File: config.mk
export PLATFORM = sky130hd
export DESIGN_NAME = predictor
export DESIGN_NICKNAME = d
export VERILOG_FILES = /design/src/verilog/fetch_pkg.sv /design/src/verilog/predictor.sv
export SDC_FILE = /design/constraint.sdc
export NUM_CORES = 1
export LEC_CHECK = 0
export BUFFER_PORTS_ARGS = -buffer_cell sky130_fd_sc_hd__buf_2
export CAP_MARGIN = 20
export CORE_MARGIN = 2
export CORE_UTILIZATION = 25
export CTS_CLUSTER_SIZE = 28
export DETAILED_ROUTE_END_ITERATION = 16
export PLACE_DENSITY = 0.49
export SYNTH_ARGS = -nofsm -noshare
export SYNTH_HDL_FRONTEND = slang
export SYNTH_SLANG_ARGS = --single-unit
File: constraint.sdc
create_clock -name clk_in -period 4.05 [get_ports clk_in]
set_clock_uncertainty 0.15 [all_clocks]
set_input_delay 0.2025 -clock clk_in [delete_from_list [all_inputs] [get_ports clk_in]]
set_output_delay 0.2025 -clock clk_in [all_outputs]
set_load 0.005 [all_outputs]
File: src/verilog/fetch_pkg.sv
// front end widths, rv32i opcodes, instruction format union, module structs, immediate helpers
package fetch_pkg;

  localparam int ADDR_WIDTH    = 32;
  localparam int MEM_ADDR_BITS = 17;  // 128 KB ram window
  localparam int BLOCK_WIDTH   = 1;   // log2 instructions per block
  localparam int CACHE_WIDTH   = 8;   // log2 blocks
  localparam int PRED_WIDTH    = 8;   // log2 counters
  localparam logic [ADDR_WIDTH-1:0] RESET_PC = '0;

  localparam logic [6:0] OP_LUI    = 7'b0110111;
  localparam logic [6:0] OP_AUIPC  = 7'b0010111;
  localparam logic [6:0] OP_JAL    = 7'b1101111;
  localparam logic [6:0] OP_JALR   = 7'b1100111;
  localparam logic [6:0] OP_BRANCH = 7'b1100011;
  localparam logic [6:0] OP_LOAD   = 7'b0000011;
  localparam logic [6:0] OP_STORE  = 7'b0100011;
  localparam logic [6:0] OP_IMM    = 7'b0010011;
  localparam logic [6:0] OP_REG    = 7'b0110011;

  // the six rv32i layouts, msb first
  typedef struct packed {
    logic [6:0] funct7;
    logic [4:0] rs2;
    logic [4:0] rs1;
    logic [2:0] funct3;
    logic [4:0] rd;
    logic [6:0] opcode;
  } r_fmt_t;

  typedef struct packed {
    logic [11:0] imm_11_0;
    logic [4:0]  rs1;
    logic [2:0]  funct3;
    logic [4:0]  rd;
    logic [6:0]  opcode;
  } i_fmt_t;

  typedef struct packed {
    logic [6:0] imm_11_5;
    logic [4:0] rs2;
    logic [4:0] rs1;
    logic [2:0] funct3;
    logic [4:0] imm_4_0;
    logic [6:0] opcode;
  } s_fmt_t;

  typedef struct packed {
    logic       imm_12;
    logic [5:0] imm_10_5;
    logic [4:0] rs2;
    logic [4:0] rs1;
    logic [2:0] funct3;
    logic [3:0] imm_4_1;
    logic       imm_11;
    logic [6:0] opcode;
  } b_fmt_t;

  typedef struct packed {
    logic [19:0] imm_31_12;
    logic [4:0]  rd;
    logic [6:0]  opcode;
  } u_fmt_t;

  typedef struct packed {
    logic       imm_20;
    logic [9:0] imm_10_1;
    logic       imm_11;
    logic [7:0] imm_19_12;
    logic [4:0] rd;
    logic [6:0] opcode;
  } j_fmt_t;

  typedef union packed {
    r_fmt_t r;
    i_fmt_t i;
    s_fmt_t s;
    b_fmt_t b;
    u_fmt_t u;
    j_fmt_t j;
  } inst_word_u;

  // element 0 sits at the lower address
  typedef inst_word_u [(1 << BLOCK_WIDTH)-1:0] block_t;

  typedef struct packed {
    logic                  en;
    logic [ADDR_WIDTH-1:0] pc;
  } fetch_req_t;

  typedef struct packed {
    logic       hit;
    inst_word_u inst;
  } fetch_rsp_t;

  typedef struct packed {
    logic                  fb_en;
    logic [ADDR_WIDTH-1:0] fb_pc;
    logic                  fb_taken;
  } feedback_t;

  typedef struct packed {
    logic                  en;
    logic [ADDR_WIDTH-1:0] pc;
  } redirect_t;

  typedef struct packed {
    logic [ADDR_WIDTH-1:0] pc;
    inst_word_u            inst;
    logic                  pred_taken;
  } fetched_t;

  typedef struct packed {
    logic [ADDR_WIDTH-1:0] pc;
    logic [6:0]            opcode;
    logic [2:0]            funct3;
    logic [6:0]            funct7;
    logic [4:0]            rd;
    logic [4:0]            rs1;
    logic [4:0]            rs2;
    logic [31:0]           imm;
    logic                  pred_taken;
  } decoded_t;

  // sign-extended immediates
  function automatic logic [31:0] imm_i(inst_word_u w);
    return {{20{w.i.imm_11_0[11]}}, w.i.imm_11_0};
  endfunction

  function automatic logic [31:0] imm_s(inst_word_u w);
    return {{20{w.s.imm_11_5[6]}}, w.s.imm_11_5, w.s.imm_4_0};
  endfunction

  function automatic logic [31:0] imm_b(inst_word_u w);
    return {{20{w.b.imm_12}}, w.b.imm_11, w.b.imm_10_5, w.b.imm_4_1, 1'b0};
  endfunction

  function automatic logic [31:0] imm_u(inst_word_u w);
    return {w.u.imm_31_12, 12'b0};
  endfunction

  function automatic logic [31:0] imm_j(inst_word_u w);
    return {{12{w.j.imm_20}}, w.j.imm_19_12, w.j.imm_11, w.j.imm_10_1, 1'b0};
  endfunction

endpackage
File: src/verilog/predictor.sv
// two-bit saturating counter table with pc lookup and feedback update
`timescale 1ns/1ps

module predictor #(
  parameter int PRED_WIDTH = fetch_pkg::PRED_WIDTH
) (
  input  logic                             clk_in,
  input  logic                             rst_in,
  input  logic                             rdy_in,
  input  logic [fetch_pkg::ADDR_WIDTH-1:0] pc,
  output logic                             pred_taken,
  input  fetch_pkg::feedback_t             fb
);

  localparam int ENTRIES = 1 << PRED_WIDTH;

  logic [1:0]            cnt_q [ENTRIES];
  logic [PRED_WIDTH-1:0] fb_idx;
  logic [1:0]            fb_cnt;

  assign pred_taken = cnt_q[pc[PRED_WIDTH+1:2]][1];  // upper bit is the guess
  assign fb_idx     = fb.fb_pc[PRED_WIDTH+1:2];
  assign fb_cnt     = cnt_q[fb_idx];

  always_ff @(posedge clk_in) begin
    if (rst_in) begin
      for (int i = 0; i < ENTRIES; i++) begin
        cnt_q[i] <= 2'b01;  // weakly not taken
      end
    end else if (rdy_in && fb.fb_en) begin
      if (fb.fb_taken && fb_cnt != 2'b11) begin
        cnt_q[fb_idx] <= fb_cnt + 2'b01;
      end else if (!fb.fb_taken && fb_cnt != 2'b00) begin
        cnt_q[fb_idx] <= fb_cnt - 2'b01;
      end
    end
  end

endmodule

==> flow_summary_export.csv <==
group,metric,value,unit
logic_synthesis,yosys-mux-area-fraction,0.171,
sta,tightest_slew,1.11,ns
pwr,peakVddDrop,0.308,mV
placement,dp_cells,3907,
finish,ff_latch_area,15400,µm²
global_route,grt_max_degree,124,
logic_synthesis,synth_top_flop_cell,"edfxtp_1",
worst_setup_path,cp-start-kind,"register",
global_route,gr-total-overflow,0,
die,io_pins,70,
detailed_routing,antenna_left,0,
logic_synthesis,syn_area,30000,µm²
logic_synthesis,ys_async_sr_fraction,0,
detailed_routing,routed_via_density,5.57,
logic_synthesis,yosysMostFrequentCell,"edfxtp_1",
die,rows,127,
worst_setup_path,crit_path_max_fanout,9,
worst_setup_path,path_cells,"mux4_1 -> mux4_2 -> nor2b_1 -> o22ai_1 -> a21oi_4 -> mux2i_4 -> buf_4 -> nand2_1 -> nor3_1",
sta,relSlewSlack,0.260,
global_route,grt_pass1_vias,22100,
sta,period_needed,3.96,ns
detailed_routing,routed_wl,105000,µm
worst_setup_path,critPathBufInv,1,
logic_synthesis,synth_top_area_frac,0.512,
pwr,power_density,379,nW/µm²
finish,largest_reg_flops,512,
worst_setup_path,slowest_delay,0.54,ns
logic_synthesis,yosys-top-cells-area,"edfxtp_1 51%, mux4_2 13%, a21o_1 4.8%, nor4_1 4.7%, nand2_1 3.5%",
worst_setup_path,crit_slowest_cell,"mux4_1",
detailed_routing,drt_iter0_drc,2420,
die,dieArea,123000,µm²
min_path,hp-class,"input pin to register",
die,dieHeight,351,µm
detailed_routing,wire_per_inst,26.1,µm
logic_synthesis,yosysSeqAreaShare,0.512,
placement,gp_congestion,0.865,
finish,fin_area,34300,µm²
logic_synthesis,synth_compound_area_frac,0.0903,
detailed_routing,vias,22400,
logic_synthesis,ys.warnings.count,0,
flow_run,maxCapViolCount,0,
clock_tree,htreeDepth,2,
sta,rsz0062_at_grt,"no",
finish,syn_to_final_growth,14.2,%
sta,finalHoldViolCount,0,
clock_tree,cts_tree,"built",
clock_tree,clk_pin_slew,0.06,ns
worst_setup_path,reg2reg_from,"cnt_q[246][1]",
logic_synthesis,synth_top_family_by_area,"multiplexers",
clock_tree,cts_setup_buffers,0,
global_route,grtUsageTotal,0.167,
pwr,p_leak,10.5,nW
min_path,hold_start,"fb[10]",
worst_setup_path,required,4.25,ns
global_route,grt_pass1_wl,154000,µm
die,initial_core_util,0.251,
logic_synthesis,syn_nets,2501,
run_status,outcome,"complete, no violations",
logic_synthesis,synth_fa_ha_area_frac,0,
sta,max_freq,252,MHz
global_route,grt_antenna_before_repair,5,
finish,nNetsFinal,2422,
die,die-width,351,µm
clock_tree,clk_latency,0.63,ns
clock_tree,cts_buffers,56,
clock_tree,hold_buffers,0,
worst_setup_path,crit_type,"register to register",
logic_synthesis,synth_seq_cells,512,
logic_synthesis,yosysTopAreaCell,"edfxtp_1",
detailed_routing,drc,0,
placement,io_buffers,21,
logic_synthesis,synth_cell_type_count,65,
placement,dp_hpwl,69600,µm
sta,setup_viol,0,
worst_setup_path,arrival,4.16,ns
detailed_routing,drtPass1Iterations,8,
clock_tree,cts_resized,0,
worst_setup_path,startpoint,"cnt_q[246][1]",
finish,regMostFlops,"cnt_q",
clock_tree,clk_path_buf_depth,3,
worst_setup_path,path_delay_family,"multiplexers",
sta,report.final.slew_viol_count,0,
clock_tree,clock_sinks,512,
sta,fin_crit_sh,0.978,
finish,multi_input_area,12800,µm²
finish,top_regs,"cnt_q x512",
logic_synthesis,synth-simple-area-share,0.163,
clock_tree,cts-root-buf,"clkbuf_16",
logic_synthesis,syn_area_per_cell,12.4,µm²
finish,nFillCells,12300,
placement,placed_area,32600,µm²
worst_setup_path,end_kind,"register",
die,core_region_area,119000,µm²
logic_synthesis,syn_inst,2432,
logic_synthesis,synth_xor_area_frac,0.000583,
finish,drive_gt1_frac,0.249,
finish,final_cells,4013,
logic_synthesis,ys_top_cells_by_count,"512 x edfxtp_1, 279 x nand2_1, 228 x clkbuf_1",
logic_synthesis,synth_edf_count,512,
## stage by stage
stage	util	power (mW)	setup slack [ns]	TNS, ns	hold WS (ns)
2_1_floorplan	-	7.25	0.795	0	0.372
3_5_place_dp	0.273	8.07	-0.190	-26.74	0.720
4_1_cts	0.287	13.1	0.185	0	0.0499
6_report	0.287	13.0	0.0873	0	0.0994
5_1_grt	0.287	13.4	0.0982	0	0.0939
3_3_place_gp	0.273	8.03	-0.169	-37.23	0.735
## logic make-up after synthesis
kind of cell,after synthesis
simple gates,938
flops,512
buf+inv,379
compound gates,342
mux,259
xor+xnor,2
## layer usage
layer	up-vias	track usage	share of wire
met5	-	0	0
met4	0	0.0593	0.037
met3	223	0.0248	0.083
met2	1203	0.269	0.47
met1	11400	0.229	0.41
li1	9513	-	-
## final cells by class
cell class / instances / area share
tap: 1612 / 0.0588
clock inverter: 31 / 0.00697
clock buffer: 72 / 0.0432
sequential: 512 / 0.448
inverter: 4 / 0.000438
antenna: 3 / 0.000219
timing repair buffer: 238 / 0.0675
multi-input combinational: 1541 / 0.375
## worst min-delay path: stages
cell and delay [ns]:
buf_2 0.14, nor2b_1 0.14, nand3_1 0.15, nor3b_2 0.06
## power breakdown
group	internal, mW	total [mW]	switching, mW
Clock	2.82	5.03	2.21
Combinational	0.698	2.01	1.31
Sequential	5.91	5.97	0.0580
Total	9.43	13.0	3.58
## final timing paths
check                        to  slack (ns)  cells after the start
hold / removal     cnt_q[57][1]         0.1                      4
setup / recovery  cnt_q[104][1]        0.09                      9
setup reg to reg  cnt_q[104][1]        0.09                      9
hold reg to reg   cnt_q[111][0]        1.45                      8
## layout by cell type, fill, tap and decap left out, types with 10 or more instances in the layout
cell type / instances
nand2_1: 279
mux4_1: 20
a22oi_1: 18
buf_2: 15
clkinv_1: 16
nor2b_1: 12
nor4_1: 226
nor4_2: 12
mux2i_1: 56
mux4_2: 176
buf_12: 44
clkinv_2: 10
o22ai_1: 10
clkbuf_1: 15
edfxtp_1: 512
nor2_1: 81
clkbuf_16: 57
a31o_2: 63
a21o_1: 192
buf_4: 176
nand3_1: 152
nand4_1: 127
No activity file was read; power rests on OpenSTA's default activity.
