**src/verilog/fetch_pkg.sv**
```systemverilog
// front end widths, rv32i opcodes, instruction format union, module structs, immediate helpers
package fetch_pkg;

  localparam int ADDR_WIDTH    = 32;
  localparam int MEM_ADDR_BITS = 17;  // 128 KB ram window
  localparam int BLOCK_WIDTH   = 1;   // log2 instructions per block
  localparam int CACHE_WIDTH   = 8;   // log2 blocks
  localparam int PRED_WIDTH    = 8;   // log2 counters
  localparam logic [ADDR_WIDTH-1:0] RESET_PC = '0;

  localparam logic [6:0] OP_LUI    = 7'b0110111;
  localparam logic [6:0] OP_AUIPC  = 7'b0010111;
  localparam logic [6:0] OP_JAL    = 7'b1101111;
  localparam logic [6:0] OP_JALR   = 7'b1100111;
  localparam logic [6:0] OP_BRANCH = 7'b1100011;
  localparam logic [6:0] OP_LOAD   = 7'b0000011;
  localparam logic [6:0] OP_STORE  = 7'b0100011;
  localparam logic [6:0] OP_IMM    = 7'b0010011;
  localparam logic [6:0] OP_REG    = 7'b0110011;

  // the six rv32i layouts, msb first
  typedef struct packed {
    logic [6:0] funct7;
    logic [4:0] rs2;
    logic [4:0] rs1;
    logic [2:0] funct3;
    logic [4:0] rd;
    logic [6:0] opcode;
  } r_fmt_t;

  typedef struct packed {
    logic [11:0] imm_11_0;
    logic [4:0]  rs1;
    logic [2:0]  funct3;
    logic [4:0]  rd;
    logic [6:0]  opcode;
  } i_fmt_t;

  typedef struct packed {
    logic [6:0] imm_11_5;
    logic [4:0] rs2;
    logic [4:0] rs1;
    logic [2:0] funct3;
    logic [4:0] imm_4_0;
    logic [6:0] opcode;
  } s_fmt_t;

  typedef struct packed {
    logic       imm_12;
    logic [5:0] imm_10_5;
    logic [4:0] rs2;
    logic [4:0] rs1;
    logic [2:0] funct3;
    logic [3:0] imm_4_1;
    logic       imm_11;
    logic [6:0] opcode;
  } b_fmt_t;

  typedef struct packed {
    logic [19:0] imm_31_12;
    logic [4:0]  rd;
    logic [6:0]  opcode;
  } u_fmt_t;

  typedef struct packed {
    logic       imm_20;
    logic [9:0] imm_10_1;
    logic       imm_11;
    logic [7:0] imm_19_12;
    logic [4:0] rd;
    logic [6:0] opcode;
  } j_fmt_t;

  typedef union packed {
    r_fmt_t r;
    i_fmt_t i;
    s_fmt_t s;
    b_fmt_t b;
    u_fmt_t u;
    j_fmt_t j;
  } inst_word_u;

  // element 0 sits at the lower address
  typedef inst_word_u [(1 << BLOCK_WIDTH)-1:0] block_t;

  typedef struct packed {
    logic                  en;
    logic [ADDR_WIDTH-1:0] pc;
  } fetch_req_t;

  typedef struct packed {
    logic       hit;
    inst_word_u inst;
  } fetch_rsp_t;

  typedef struct packed {
    logic                  fb_en;
    logic [ADDR_WIDTH-1:0] fb_pc;
    logic                  fb_taken;
  } feedback_t;

  typedef struct packed {
    logic                  en;
    logic [ADDR_WIDTH-1:0] pc;
  } redirect_t;

  typedef struct packed {
    logic [ADDR_WIDTH-1:0] pc;
    inst_word_u            inst;
    logic                  pred_taken;
  } fetched_t;

  typedef struct packed {
    logic [ADDR_WIDTH-1:0] pc;
    logic [6:0]            opcode;
    logic [2:0]            funct3;
    logic [6:0]            funct7;
    logic [4:0]            rd;
    logic [4:0]            rs1;
    logic [4:0]            rs2;
    logic [31:0]           imm;
    logic                  pred_taken;
  } decoded_t;

  // sign-extended immediates
  function automatic logic [31:0] imm_i(inst_word_u w);
    return {{20{w.i.imm_11_0[11]}}, w.i.imm_11_0};
  endfunction

  function automatic logic [31:0] imm_s(inst_word_u w);
    return {{20{w.s.imm_11_5[6]}}, w.s.imm_11_5, w.s.imm_4_0};
  endfunction

  function automatic logic [31:0] imm_b(inst_word_u w);
    return {{20{w.b.imm_12}}, w.b.imm_11, w.b.imm_10_5, w.b.imm_4_1, 1'b0};
  endfunction

  function automatic logic [31:0] imm_u(inst_word_u w);
    return {w.u.imm_31_12, 12'b0};
  endfunction

  function automatic logic [31:0] imm_j(inst_word_u w);
    return {{12{w.j.imm_20}}, w.j.imm_19_12, w.j.imm_11, w.j.imm_10_1, 1'b0};
  endfunction

endpackage
```
**src/verilog/mem_controller.sv**
```systemverilog
// byte-serial block reader on the 8-bit ram bus
`timescale 1ns/1ps

module mem_controller #(
  parameter int ADDR_WIDTH    = fetch_pkg::ADDR_WIDTH,
  parameter int MEM_ADDR_BITS = fetch_pkg::MEM_ADDR_BITS
) (
  input  logic                  clk_in,
  input  logic                  rst_in,
  input  logic                  rdy_in,
  input  logic                  fill_en,
  input  logic [ADDR_WIDTH-1:0] fill_addr,
  output logic                  fill_done,
  output fetch_pkg::block_t     fill_block,
  input  logic [7:0]            mem_din,
  output logic [ADDR_WIDTH-1:0] mem_a
);

  localparam int BYTES = $bits(fetch_pkg::block_t) / 8;
  localparam int CNT_W = $clog2(BYTES + 2);

  logic                  busy_q;
  logic [CNT_W-1:0]      cnt_q;   // edges since the fill was taken
  logic [ADDR_WIDTH-1:0] base_q;
  logic [8*BYTES-1:0]    data_q;
  logic [ADDR_WIDTH-1:0] step_a;
  logic [ADDR_WIDTH-1:0] ram_a;

  assign fill_block = data_q;

  // first byte comes straight from the request
  assign step_a = busy_q ? base_q + ADDR_WIDTH'(cnt_q) : fill_addr;

  always_comb begin
    ram_a = '0;
    ram_a[MEM_ADDR_BITS-1:0] = step_a[MEM_ADDR_BITS-1:0];  // only the ram window
  end

  always_ff @(posedge clk_in) begin
    if (rst_in) begin
      busy_q    <= 1'b0;
      cnt_q     <= '0;
      fill_done <= 1'b0;
      mem_a     <= '0;
    end else if (rdy_in) begin
      fill_done <= 1'b0;
      if (!busy_q) begin
        // fill_en is still high during the done cycle
        if (fill_en && !fill_done) begin
          busy_q <= 1'b1;
          cnt_q  <= CNT_W'(1);
          mem_a  <= ram_a;
        end
      end else begin
        cnt_q <= cnt_q + 1'b1;
        if (cnt_q < BYTES) begin
          mem_a <= ram_a;
        end
        if (cnt_q == BYTES + 1) begin
          busy_q    <= 1'b0;
          fill_done <= 1'b1;  // last byte lands with this edge
        end
      end
    end
  end

  // byte k arrives two edges after its address was issued
  always_ff @(posedge clk_in) begin
    if (rdy_in) begin
      if (!busy_q && fill_en && !fill_done) begin
        base_q <= fill_addr;
      end
      if (busy_q && cnt_q >= 2) begin
        data_q[8*(cnt_q-2) +: 8] <= mem_din;  // little endian
      end
    end
  end

endmodule

```
**config.mk**
```make
export PLATFORM = sky130hd
export DESIGN_NAME = mem_controller
export DESIGN_NICKNAME = d
export VERILOG_FILES = /design/src/verilog/fetch_pkg.sv /design/src/verilog/mem_controller.sv
export SDC_FILE = /design/constraint.sdc
export NUM_CORES = 1
export LEC_CHECK = 0
export BUFFER_PORTS_ARGS = -buffer_cell sky130_fd_sc_hd__clkbuf_2
export CORE_MARGIN = 2
export CORE_UTILIZATION = 52
export CTS_BUF_LIST = sky130_fd_sc_hd__clkbuf_8 sky130_fd_sc_hd__clkbuf_16
export CTS_CLUSTER_DIAMETER = 80
export CTS_CLUSTER_SIZE = 14
export DETAILED_ROUTE_END_ITERATION = 6
export PLACE_DENSITY = 0.8
export SYNTH_ARGS = -nofsm -noshare
export SYNTH_HDL_FRONTEND = slang
export SYNTH_SLANG_ARGS = --single-unit
export TNS_END_PERCENT = 20
```
**constraint.sdc**
```tcl
create_clock -name clk_in -period 4.3 [get_ports clk_in]
set_input_delay 0.43 -clock clk_in [delete_from_list [all_inputs] [get_ports clk_in]]
set_output_delay 0.43 -clock clk_in [all_outputs]
set_load 0.05 [all_outputs]
```
==> metrics <==
status finished, final reports clean; Max Slew Vio Count 0; async set or reset register ratio after synthesis 0%; largest cells by area after synthesis edfxtp_1 (50%), dfxtp_1 (9.5%), nor2_1 (5.8%); max_cap viols 0; Total Neg Setup Slack 0 ns; postcts setup bufs 0; Seq/Total Area, Yosys 59.99%; TritonCTS Buffers 9; clock root cell clkbuf_8; crit path DAT 3.87 ns; Synth area leader edfxtp_1; # port buffers 110; post-CTS sizing 0; Top FF cell, synth edfxtp_1; Routed Wire Length 10240 microns; slowest CP cell nor2_1; GRT met3 Usage 3.900%; min-delay worst type in2reg; wire length of the first global-routing pass 16090 microns; Sw Ratio 25.34%; Skew-Pair Late Insertion Delay 0.36 ns; antenna cells 0; CP Launch Type register; drt wl/cell 16.00 microns; final worst path period share 89.94%; Starting Density 52.94%; area delta synth->final 16.92%; most used cell, CP ha_1; Mapped Area 4822 sq um; Final HPWL DP 7430 microns; pwr dens 352.1 nW/um^2; layout cell share with drive strength beyond 1 26.47%; headroom to the max-slew limit 48.44%; P_int 1482 uW; Seq pwr share 56.0%; area fraction of the dominant cell type after synthesis 50.44%; CTS Buffer Depth 2; Synth cell types 53; Worst path max stage delay 0.54 ns; Fin. Hold Viols 0; buffers and inverters on the worst path 1; DRC 0; core footprint 9109 sq um; cts-stage hold buffer count 0; Avg Cell Area, Syn 11.73 sq um; DR pass1 iterations 4; Filler Cells Inserted 729; Setup-failing EPs final 0; Die Span Y 100.3 microns; vias per cell 5.469; busiest grt layer met2; Die W 100.3 microns; largest net degree at the start of global routing 28; Yosys reg bits 104; nets@finish 588; Total GRT Usage 20.58%; Crit Path Class reg2reg; GR Util met2 35.11%; Gate Count Post-Synth 411; num ports 141; commonest non-fill, non-tap cell in the layout clkbuf_2; Routed Antenna Nets 0; Final Skew 0.009990 ns; min cycle time layout 3.867 ns; EDFF count, synth 81; initial DRC count 209; Ys Warns 0; leak pwr 0.002152 uW; Cell Chain, Critical Path inv_1 > ha_1 > ha_1 > and3_1 > nand2_1 > ha_1 > nor4_1 > nand3b_1 > o21ai_0 > nand3b_1 > nor2_1; Tot Pwr 1985 uW; Final Wtd Congestion 0.8613; full die area 10060 sq um; Worst Tran Pin Value 0.7734 ns; Top delay family on crit path simple AND/OR/NAND/NOR gates; vias post-DR 3500; most frequent cells in the layout clkbuf_2 (110), edfxtp_1 (81), nor2_1 (74); H-tree depth 3; CTS tree built; clock-pin slew on the worst setup and hold paths 0.10 ns; worst path required time 4.30 ns; antenna violations before repair 0; CTS sink cnt 104; Logic pwr share 10.4%; Peak VDD IR 0.1853 mV; CP Capture Type register; vias in the first global route 3356; RSZ-0062 raised after global routing false; Clock power frac 33.6%; fmax 0.2586 GHz; Net Switching 503.1 uW; M1 GR Usage 26.40%; worst-path maximum fanout 11; GRT overflow 0; Rows 35
[synth_stat cells, drive strengths merged (6+ instances only)]
| master | instances |
|---|---|
| dfxtp | 23 |
| nand2b | 9 |
| nand3 | 19 |
| nand4 | 6 |
| inv | 16 |
| edfxtp | 81 |
| and2 | 9 |
| mux2i | 6 |
| nor3 | 12 |
| o22ai | 7 |
| ha | 19 |
| nand2 | 17 |
| clkbuf | 6 |
| buf | 21 |
| o21ai | 6 |
| a21oi | 11 |
| xnor2 | 8 |
| a211oi | 11 |
| nor2 | 76 |
| xor2 | 10 |
[sequential cells by signal, summed over array words and instances (netlist names)]
register / flops
base_q: 17
mem_a: 17
busy_q: 1
cnt_q: 4
fill_block: 64
fill_done: 1
[through the flow]
| step | util (%) | worst slack [ns] | hold slack, ns | cells | cell area (sq um) |
|---|---|---|---|---|---|
| final | 61.90 | 0.4327 | 0.2437 | 640 | 5638 |
| after global routing | 61.90 | 0.1353 | 0.2307 | 640 | 5638 |
| after CTS | 61.90 | 0.4686 | 0.2303 | 640 | 5638 |
| after detailed placement | 59.49 | 0.5123 | 0.4743 | 624 | 5419 |
| after global placement | 59.49 | 0.7139 | 0.4604 | 624 | 5419 |
| after floorplan | - | 0.7621 | 0.5249 | 425 | 4875 |
[cells by family after synthesis]
kind of cell / after synthesis / synth area share (%)
AO/OA/AOI/OAI: 44 / 6.461
XOR/XNOR: 18 / 3.269
buffers and inverters: 43 / 5.034
AND/OR/NAND/NOR: 175 / 18.58
multiplexers: 6 / 1.246
other: 1 / 0.07777
adder cells (fa/ha/maj): 20 / 5.345
flip-flops: 104 / 59.99
[worst paths after layout]
path | from | end | slack, ns | cells after the start
setup / recovery | cnt_q[1] | fill_block[50] | 0.43 | 11
hold / removal | fill_addr[13] | base_q[13] | 0.24 | 1
hold reg to reg | mem_a[8] | mem_a[8] | 0.49 | 2
setup reg to reg | cnt_q[1] | fill_block[50] | 0.43 | 11
[worst reg2reg max path: stages (launching register included)]
cell and delay (ns):
dfxtp_1 0.46, inv_1 0.18, ha_1 0.25, ha_1 0.50, and3_1 0.24, nand2_1 0.09, ha_1 0.33, nor4_1 0.32
nand3b_1 0.13, o21ai_0 0.26, nand3b_1 0.21, nor2_1 0.54
[routing by layer]
layer	vias to the layer above	wire, microns
met4	0	126
met1	1695	4248
met2	132	5200
met5	-	0
met3	13	662
li1	1660	-
[power by group through the flow]
| stage | registers, uW | logic (uW) | clock network [uW] |
|---|---|---|---|
| 3_3_place_gp | 1130 | 202 | 0 |
| 6_report | 1110 | 206 | 668 |
| 5_1_grt | 1110 | 223 | 709 |
| 3_5_place_dp | 1130 | 205 | 0 |
| 4_1_cts | 1110 | 206 | 678 |
| 2_1_floorplan | 1180 | 125 | 0 |
[final cells by class]
type / count / area [sq um] / area share, %
sequential: 104 / 2893 / 51.31
multi-input combinational: 278 / 1739 / 30.85
timing repair buffer: 115 / 588.1 / 10.43
tap: 111 / 138.9 / 2.463
clock buffer: 9 / 123.9 / 2.197
clock inverter: 7 / 95.09 / 1.687
inverter: 16 / 60.06 / 1.065
Power figures use the tool's default switching activity.
