<file path="src/verilog/fetch_pkg.sv">
// front end widths, rv32i opcodes, instruction format union, module structs, immediate helpers
package fetch_pkg;

  localparam int ADDR_WIDTH    = 32;
  localparam int MEM_ADDR_BITS = 17;  // 128 KB ram window
  localparam int BLOCK_WIDTH   = 1;   // log2 instructions per block
  localparam int CACHE_WIDTH   = 8;   // log2 blocks
  localparam int PRED_WIDTH    = 8;   // log2 counters
  localparam logic [ADDR_WIDTH-1:0] RESET_PC = '0;

  localparam logic [6:0] OP_LUI    = 7'b0110111;
  localparam logic [6:0] OP_AUIPC  = 7'b0010111;
  localparam logic [6:0] OP_JAL    = 7'b1101111;
  localparam logic [6:0] OP_JALR   = 7'b1100111;
  localparam logic [6:0] OP_BRANCH = 7'b1100011;
  localparam logic [6:0] OP_LOAD   = 7'b0000011;
  localparam logic [6:0] OP_STORE  = 7'b0100011;
  localparam logic [6:0] OP_IMM    = 7'b0010011;
  localparam logic [6:0] OP_REG    = 7'b0110011;

  // the six rv32i layouts, msb first
  typedef struct packed {
    logic [6:0] funct7;
    logic [4:0] rs2;
    logic [4:0] rs1;
    logic [2:0] funct3;
    logic [4:0] rd;
    logic [6:0] opcode;
  } r_fmt_t;

  typedef struct packed {
    logic [11:0] imm_11_0;
    logic [4:0]  rs1;
    logic [2:0]  funct3;
    logic [4:0]  rd;
    logic [6:0]  opcode;
  } i_fmt_t;

  typedef struct packed {
    logic [6:0] imm_11_5;
    logic [4:0] rs2;
    logic [4:0] rs1;
    logic [2:0] funct3;
    logic [4:0] imm_4_0;
    logic [6:0] opcode;
  } s_fmt_t;

  typedef struct packed {
    logic       imm_12;
    logic [5:0] imm_10_5;
    logic [4:0] rs2;
    logic [4:0] rs1;
    logic [2:0] funct3;
    logic [3:0] imm_4_1;
    logic       imm_11;
    logic [6:0] opcode;
  } b_fmt_t;

  typedef struct packed {
    logic [19:0] imm_31_12;
    logic [4:0]  rd;
    logic [6:0]  opcode;
  } u_fmt_t;

  typedef struct packed {
    logic       imm_20;
    logic [9:0] imm_10_1;
    logic       imm_11;
    logic [7:0] imm_19_12;
    logic [4:0] rd;
    logic [6:0] opcode;
  } j_fmt_t;

  typedef union packed {
    r_fmt_t r;
    i_fmt_t i;
    s_fmt_t s;
    b_fmt_t b;
    u_fmt_t u;
    j_fmt_t j;
  } inst_word_u;

  // element 0 sits at the lower address
  typedef inst_word_u [(1 << BLOCK_WIDTH)-1:0] block_t;

  typedef struct packed {
    logic                  en;
    logic [ADDR_WIDTH-1:0] pc;
  } fetch_req_t;

  typedef struct packed {
    logic       hit;
    inst_word_u inst;
  } fetch_rsp_t;

  typedef struct packed {
    logic                  fb_en;
    logic [ADDR_WIDTH-1:0] fb_pc;
    logic                  fb_taken;
  } feedback_t;

  typedef struct packed {
    logic                  en;
    logic [ADDR_WIDTH-1:0] pc;
  } redirect_t;

  typedef struct packed {
    logic [ADDR_WIDTH-1:0] pc;
    inst_word_u            inst;
    logic                  pred_taken;
  } fetched_t;

  typedef struct packed {
    logic [ADDR_WIDTH-1:0] pc;
    logic [6:0]            opcode;
    logic [2:0]            funct3;
    logic [6:0]            funct7;
    logic [4:0]            rd;
    logic [4:0]            rs1;
    logic [4:0]            rs2;
    logic [31:0]           imm;
    logic                  pred_taken;
  } decoded_t;

  // sign-extended immediates
  function automatic logic [31:0] imm_i(inst_word_u w);
    return {{20{w.i.imm_11_0[11]}}, w.i.imm_11_0};
  endfunction

  function automatic logic [31:0] imm_s(inst_word_u w);
    return {{20{w.s.imm_11_5[6]}}, w.s.imm_11_5, w.s.imm_4_0};
  endfunction

  function automatic logic [31:0] imm_b(inst_word_u w);
    return {{20{w.b.imm_12}}, w.b.imm_11, w.b.imm_10_5, w.b.imm_4_1, 1'b0};
  endfunction

  function automatic logic [31:0] imm_u(inst_word_u w);
    return {w.u.imm_31_12, 12'b0};
  endfunction

  function automatic logic [31:0] imm_j(inst_word_u w);
    return {{12{w.j.imm_20}}, w.j.imm_19_12, w.j.imm_11, w.j.imm_10_1, 1'b0};
  endfunction

endpackage
</file>
<file path="src/verilog/decoder.sv">
// combinational field and immediate extraction for the fetched instruction
`timescale 1ns/1ps

module decoder (
  input  fetch_pkg::fetched_t fetched,
  input  logic                fetched_valid,
  output fetch_pkg::decoded_t dec,
  output logic                dec_valid
);

  fetch_pkg::inst_word_u w;

  assign w         = fetched.inst;
  assign dec_valid = fetched_valid;

  always_comb begin
    dec.pc         = fetched.pc;
    dec.pred_taken = fetched.pred_taken;
    dec.opcode     = w.r.opcode;
    dec.funct3     = w.r.funct3;
    dec.funct7     = w.r.funct7;  // shift immediates need it as well
    dec.rs1        = w.r.rs1;
    dec.rd         = w.r.rd;
    dec.rs2        = '0;
    dec.imm        = '0;
    case (w.r.opcode)
      fetch_pkg::OP_LUI,
      fetch_pkg::OP_AUIPC: dec.imm = fetch_pkg::imm_u(w);
      fetch_pkg::OP_JAL: dec.imm = fetch_pkg::imm_j(w);
      fetch_pkg::OP_JALR,
      fetch_pkg::OP_LOAD,
      fetch_pkg::OP_IMM: dec.imm = fetch_pkg::imm_i(w);
      fetch_pkg::OP_STORE: begin
        dec.imm = fetch_pkg::imm_s(w);
        dec.rs2 = w.s.rs2;
        dec.rd  = '0;  // imm bits live there
      end
      fetch_pkg::OP_BRANCH: begin
        dec.imm = fetch_pkg::imm_b(w);
        dec.rs2 = w.b.rs2;
        dec.rd  = '0;
      end
      fetch_pkg::OP_REG: dec.rs2 = w.r.rs2;
      default: dec.imm = '0;
    endcase
  end

endmodule

</file>
<file path="config.mk">
export PLATFORM = sky130hd
export DESIGN_NAME = decoder
export DESIGN_NICKNAME = d
export VERILOG_FILES = /design/src/verilog/fetch_pkg.sv /design/src/verilog/decoder.sv
export SDC_FILE = /design/constraint.sdc
export NUM_CORES = 1
export LEC_CHECK = 0
export BUFFER_PORTS_ARGS = -buffer_cell sky130_fd_sc_hd__buf_2
export CORE_ASPECT_RATIO = 0.6
export CORE_MARGIN = 5
export CORE_UTILIZATION = 30
export DETAILED_ROUTE_END_ITERATION = 10
export PLACE_DENSITY_LB_ADDON = 0.08
export RECOVER_POWER = 25
export SLEW_MARGIN = 20
export SYNTH_ARGS = -nofsm -noshare
export SYNTH_HDL_FRONTEND = slang
export SYNTH_SLANG_ARGS = --single-unit
</file>
<file path="constraint.sdc">
create_clock -name vclk -period 1.8
set_clock_uncertainty 0.1 [all_clocks]
set_input_delay 0.36 -clock vclk [all_inputs]
set_output_delay 0.36 -clock vclk [all_outputs]
set_load 0.02 [all_outputs]
</file>
==> results of run 1 <==
## metal layers
layer | up-vias | track usage | share of wire
met4 | 0 | 0.0361 | 0.027
met5 | - | 0 | 0
met3 | 22 | 0.0371 | 0.098
li1 | 559 | - | -
met1 | 541 | 0.171 | 0.37
met2 | 66 | 0.280 | 0.51
## what timing repair did
item / CTS / global route
setup endpoints to repair: 42 / 41
gates cloned: 0 / 1
resized for setup: 64 / 61
pin swaps: 19 / 17
setup buffers: 1 / 6
## final timing paths
kind,end,cells past startpoint
worst max-delay path,dec[6],6
worst min-delay path,dec[66],0
## per-stage QoR
stage,total power [mW],setup slack (ns)
6_report,0.322,-0.143
5_1_grt,0.342,-0.178
4_1_cts,0.276,-0.129
3_5_place_dp,0.248,-0.215
3_3_place_gp,0.247,-0.185
2_1_floorplan,0.263,-0.121
## final cells by class
class | instances | area (sq um) | share of cell area
Tap cell | 45 | 56.3 | 0.0339
Timing Repair Buffer | 116 | 908 | 0.547
Multi-Input combinational cell | 80 | 684 | 0.412
Inverter | 3 | 11.3 | 0.00678
## Yosys cell counts (2+ instances only)
| library cell | instances | area share |
|---|---|---|
| buf_4 | 56 | 0.41 |
| nand2_1 | 4 | 0.015 |
| nor3_1 | 2 | 0.0098 |
| a22o_2 | 4 | 0.039 |
| nand3_1 | 14 | 0.068 |
| o21ai_0 | 12 | 0.059 |
| and2b_1 | 6 | 0.044 |
| and2_1 | 11 | 0.067 |
| buf_6 | 2 | 0.022 |
| inv_1 | 3 | 0.011 |
| a21o_1 | 8 | 0.059 |
| clkbuf_1 | 3 | 0.011 |
## kinds of logic after synthesis
kind of cell	after synthesis
compound gates	32
buf+inv	65
mux	1
simple gates	46
## power by group
| part | internal, mW | switching [mW] | leakage [nW] | total (mW) |
|---|---|---|---|---|
| Clock | 0 | 0 | 0 | 0 |
| Sequential | 0 | 0 | 0 | 0 |
| Combinational | 0.149 | 0.173 | 0.928 | 0.322 |
## critical path: stages
cell	delay, ns
buf_8	0.10
and4b_2	0.28
a32oi_4	0.24
buf_12	0.17
and2b_1	0.18
buf_2	0.15
==> run metrics, run 1 <==
row count=16; Critical Path Source Type=input pin; Max FO, Critical Path=16; Final WS setup=-0.143 ns; via count=1,188; achievable clock frequency=515 MHz; FF+latch count=0; CORE AREA=3260 sq um; Final Instance Area=1660 sq um; layout overhead on the synthesized area=62.0%; worst path required time=1.34 ns; main combinational cell family by area after synthesis=buffers and inverters; power per cell area=194 nW/um^2; most frequent cells in the layout=buf_2 (55), buf_6 (36), buf_4 (21), nand3_1 (12), and2_4 (9); adder-cell share of the synthesized area=0; antenna violations before repair=0; failing checks=negative setup slack; final critical-path required period=1.94 ns; Max Cap Viol=0; Initial Util=0.314; Final Non-Filler Cells=244; Ports=164; commonest non-fill, non-tap cell in the layout=buf_2; chip height=55.3 um; leakage power=0.928 nW; GRT Total Usage=0.151; global-route wire length before repair=6.01 mm; post-synthesis mux area share=0.00977; Critical Path Source=fetched[3]; drt total wl=4.42 mm; RSZ-0062 raised after global routing=yes; min-delay src=fetched[34]; TNS Setup=-2.92 ns; drt wl/cell=18.1 um; status=finished, violations left; Worst Hold Class=in2out; CP endpoint kind=primary output; HPWL Detailed=3.35 mm; Syn. warnings=0; DR pass1 iterations=4; # port buffers=96; simple-gate share of the synthesized area=0.281; FF/Latch Area=0 sq um; VDD IR-drop max=80.9 uV; Finish-stage setup viols=32; hold_ws=0.620 ns; Post-Synthesis Cells=144; Synth Area in Compound Gates=0.250; # diodes=0; Cell Area, Synth=1020 sq um; 1st-iter DRT viols=25; placed cell count=237; Fillers=328; largest net degree at the start of global routing=17; pins over their slew limit=0; Netlist cell types=31; Final nets=267; syn_nets=210; critical path class=in2out; die width=85.5 um; Rel. slew slack=0.725; Final Hold Vio Count=0; antenna-violating nets left=0; Hold Buf Count CTS=0; syn_area_per_cell=7.12 sq um; Area after DPL=1220 sq um; fin crit share=1.08; die footprint=4720 sq um; global placer's final weighted congestion=0.796; layout cells sized above 1=0.749; CP Data Arrival Time=1.48 ns; vias in the first global route=1,135; post-synthesis sequential area ratio=0; DRC Markers=0; via/cell ratio=4.87; # clk buffers=0; XOR/XNOR Fraction of Synth Area=0; final design utilization=0.509; gr ovfl total=0; actual slew at the worst max-slew pin=0.412 ns
Note: power is estimated with default switching activity, not from simulation.
==> run 2: changes to the inputs <==
Settings changed: ABC_AREA set to 1, CORE_MARGIN 5 to 2, CORE_UTILIZATION 30 to 31, SETUP_SLACK_MARGIN set to 0.15.
==> run metrics, run 2 <==
status=finished, violations left; failing checks=negative setup slack; power per cell area=178 nW/um^2; min-delay src=fetched[56]; Worst Hold Class=in2out; final design utilization=0.512; pins over their slew limit=0; GRT Total Usage=0.143; FF/Latch Area=0 sq um; main combinational cell family by area after synthesis=simple AND/OR/NAND/NOR gates; leakage power=1.01 nW; commonest non-fill, non-tap cell in the layout=buf_2; gr ovfl total=0; vias in the first global route=1,111; TNS Setup=-1.09 ns; Cell Area, Synth=1090 sq um; CORE AREA=3300 sq um; fin crit share=1.05; HPWL Detailed=2.46 mm; final critical-path required period=1.89 ns; critical path class=in2out; Netlist cell types=15; placed cell count=272; post-synthesis sequential area ratio=0; CP endpoint kind=primary output; Synth Area in Compound Gates=0.00688; syn_nets=242; RSZ-0062 raised after global routing=yes; global-route wire length before repair=4.86 mm; achievable clock frequency=529 MHz; worst path required time=1.34 ns; Max FO, Critical Path=6; DR pass1 iterations=4; Rel. slew slack=0.731; DRC Markers=0; count leader, synth=buf_4; antenna-violating nets left=0; layout overhead on the synthesized area=54.9%; antenna violations before repair=0; FF+latch count=0; Critical Path Source Type=input pin; simple-gate share of the synthesized area=0.521; 1st-iter DRT viols=19; # port buffers=96; Final WS setup=-0.0914 ns; post-synthesis mux area share=0; drt total wl=3.13 mm; via count=1,212; XOR/XNOR Fraction of Synth Area=0; adder-cell share of the synthesized area=0; row count=16; Finish-stage setup viols=30; Critical Path Source=fetched[1]; drt wl/cell=11.3 um; Final Non-Filler Cells=278; Ports=164; CP Data Arrival Time=1.43 ns; hold_ws=0.620 ns; global placer's final weighted congestion=0.764; Post-Synthesis Cells=176; Synth top cells by count=buf_4 (57), nand2_1 (44), nand3_1 (18); total power=0.301 mW; Syn. warnings=0; Final Hold Vio Count=0; syn_area_per_cell=6.20 sq um; Fillers=329; Area contributors post-synth=buf_4 (39%), nand2_1 (15%), nand2_4 (11%); largest net degree at the start of global routing=10; most frequent cells in the layout=buf_2 (57), nand2_1 (36), buf_6 (30), buf_4 (22), nand2_4 (17); layout cells sized above 1=0.700; Hold Buf Count CTS=0; actual slew at the worst max-slew pin=0.401 ns; die footprint=4030 sq um; VDD IR-drop max=83.9 uV; dominant cell type by area after synthesis=buf_4; Final nets=301; # diodes=0; post-synth top area share=0.392; chip height=50.0 um; Initial Util=0.330; Max Cap Viol=0; die width=80.6 um; via/cell ratio=4.36; Worst Setup EP=dec[10]; # clk buffers=0
==> run 2: kinds of logic after synthesis <==
| group | Yosys count |
|---|---|
| AND/OR/NAND/NOR | 99 |
| buffers and inverters | 76 |
| AO/OA/AOI/OAI | 1 |
==> run 2: stage by stage <==
| step | area, sq um | setup WS, ns |
|---|---|---|
| floorplan | 1090 | 0.143 |
| global placement | 1290 | -0.150 |
| detailed placement | 1290 | -0.193 |
| CTS | 1540 | -0.0910 |
| global route | 1690 | -0.144 |
| finish | 1690 | -0.0914 |
==> run 2: where the power goes <==
part	switching, mW	internal (mW)	leakage [nW]	total (mW)
clock	0	0	0	0
sequential	0	0	0	0
combinational	0.166	0.135	1.01	0.301
==> run 2: what timing repair did <==
action                     CTS  global route
setup buffers                3             2
setup endpoints to repair   42            42
gates resized for setup     72            40
gates cloned                 1             0
pin swaps                    9             8
==> run 2: critical path: stages <==
cell     delay, ns
buf_6         0.09
nand2_8       0.05
nor2_1        0.20
nand2_2       0.13
nand4_4       0.20
buf_6         0.15
and2_4        0.13
buf_6         0.11
==> run 2: per-layer routing <==
metal	share of wire	up-vias	track usage
li1	-	602	-
met1	0.41	536	0.182
met2	0.49	64	0.254
met3	0.085	10	0.0238
met4	0.0080	0	0.0311
met5	0	-	0
==> run 2: layout make-up <==
class / instances / area [sq um] / share of cell area
multi-input cells: 101 / 693 / 0.410
inverters: 18 / 72.6 / 0.0429
well taps: 45 / 56.3 / 0.0333
repair buffers: 114 / 868 / 0.514
==> run 2: how the worst min path moves through the flow <==
stage | endpoint | slack, ns | depth (start not counted)
finish | dec[88] | 0.62 | 0
global placement | dec[71] | 0.62 | 0
floorplan | dec[0] | 0.73 | 1
detailed placement | dec[71] | 0.62 | 0
CTS | dec[71] | 0.62 | 0
global route | dec[65] | 0.62 | 0
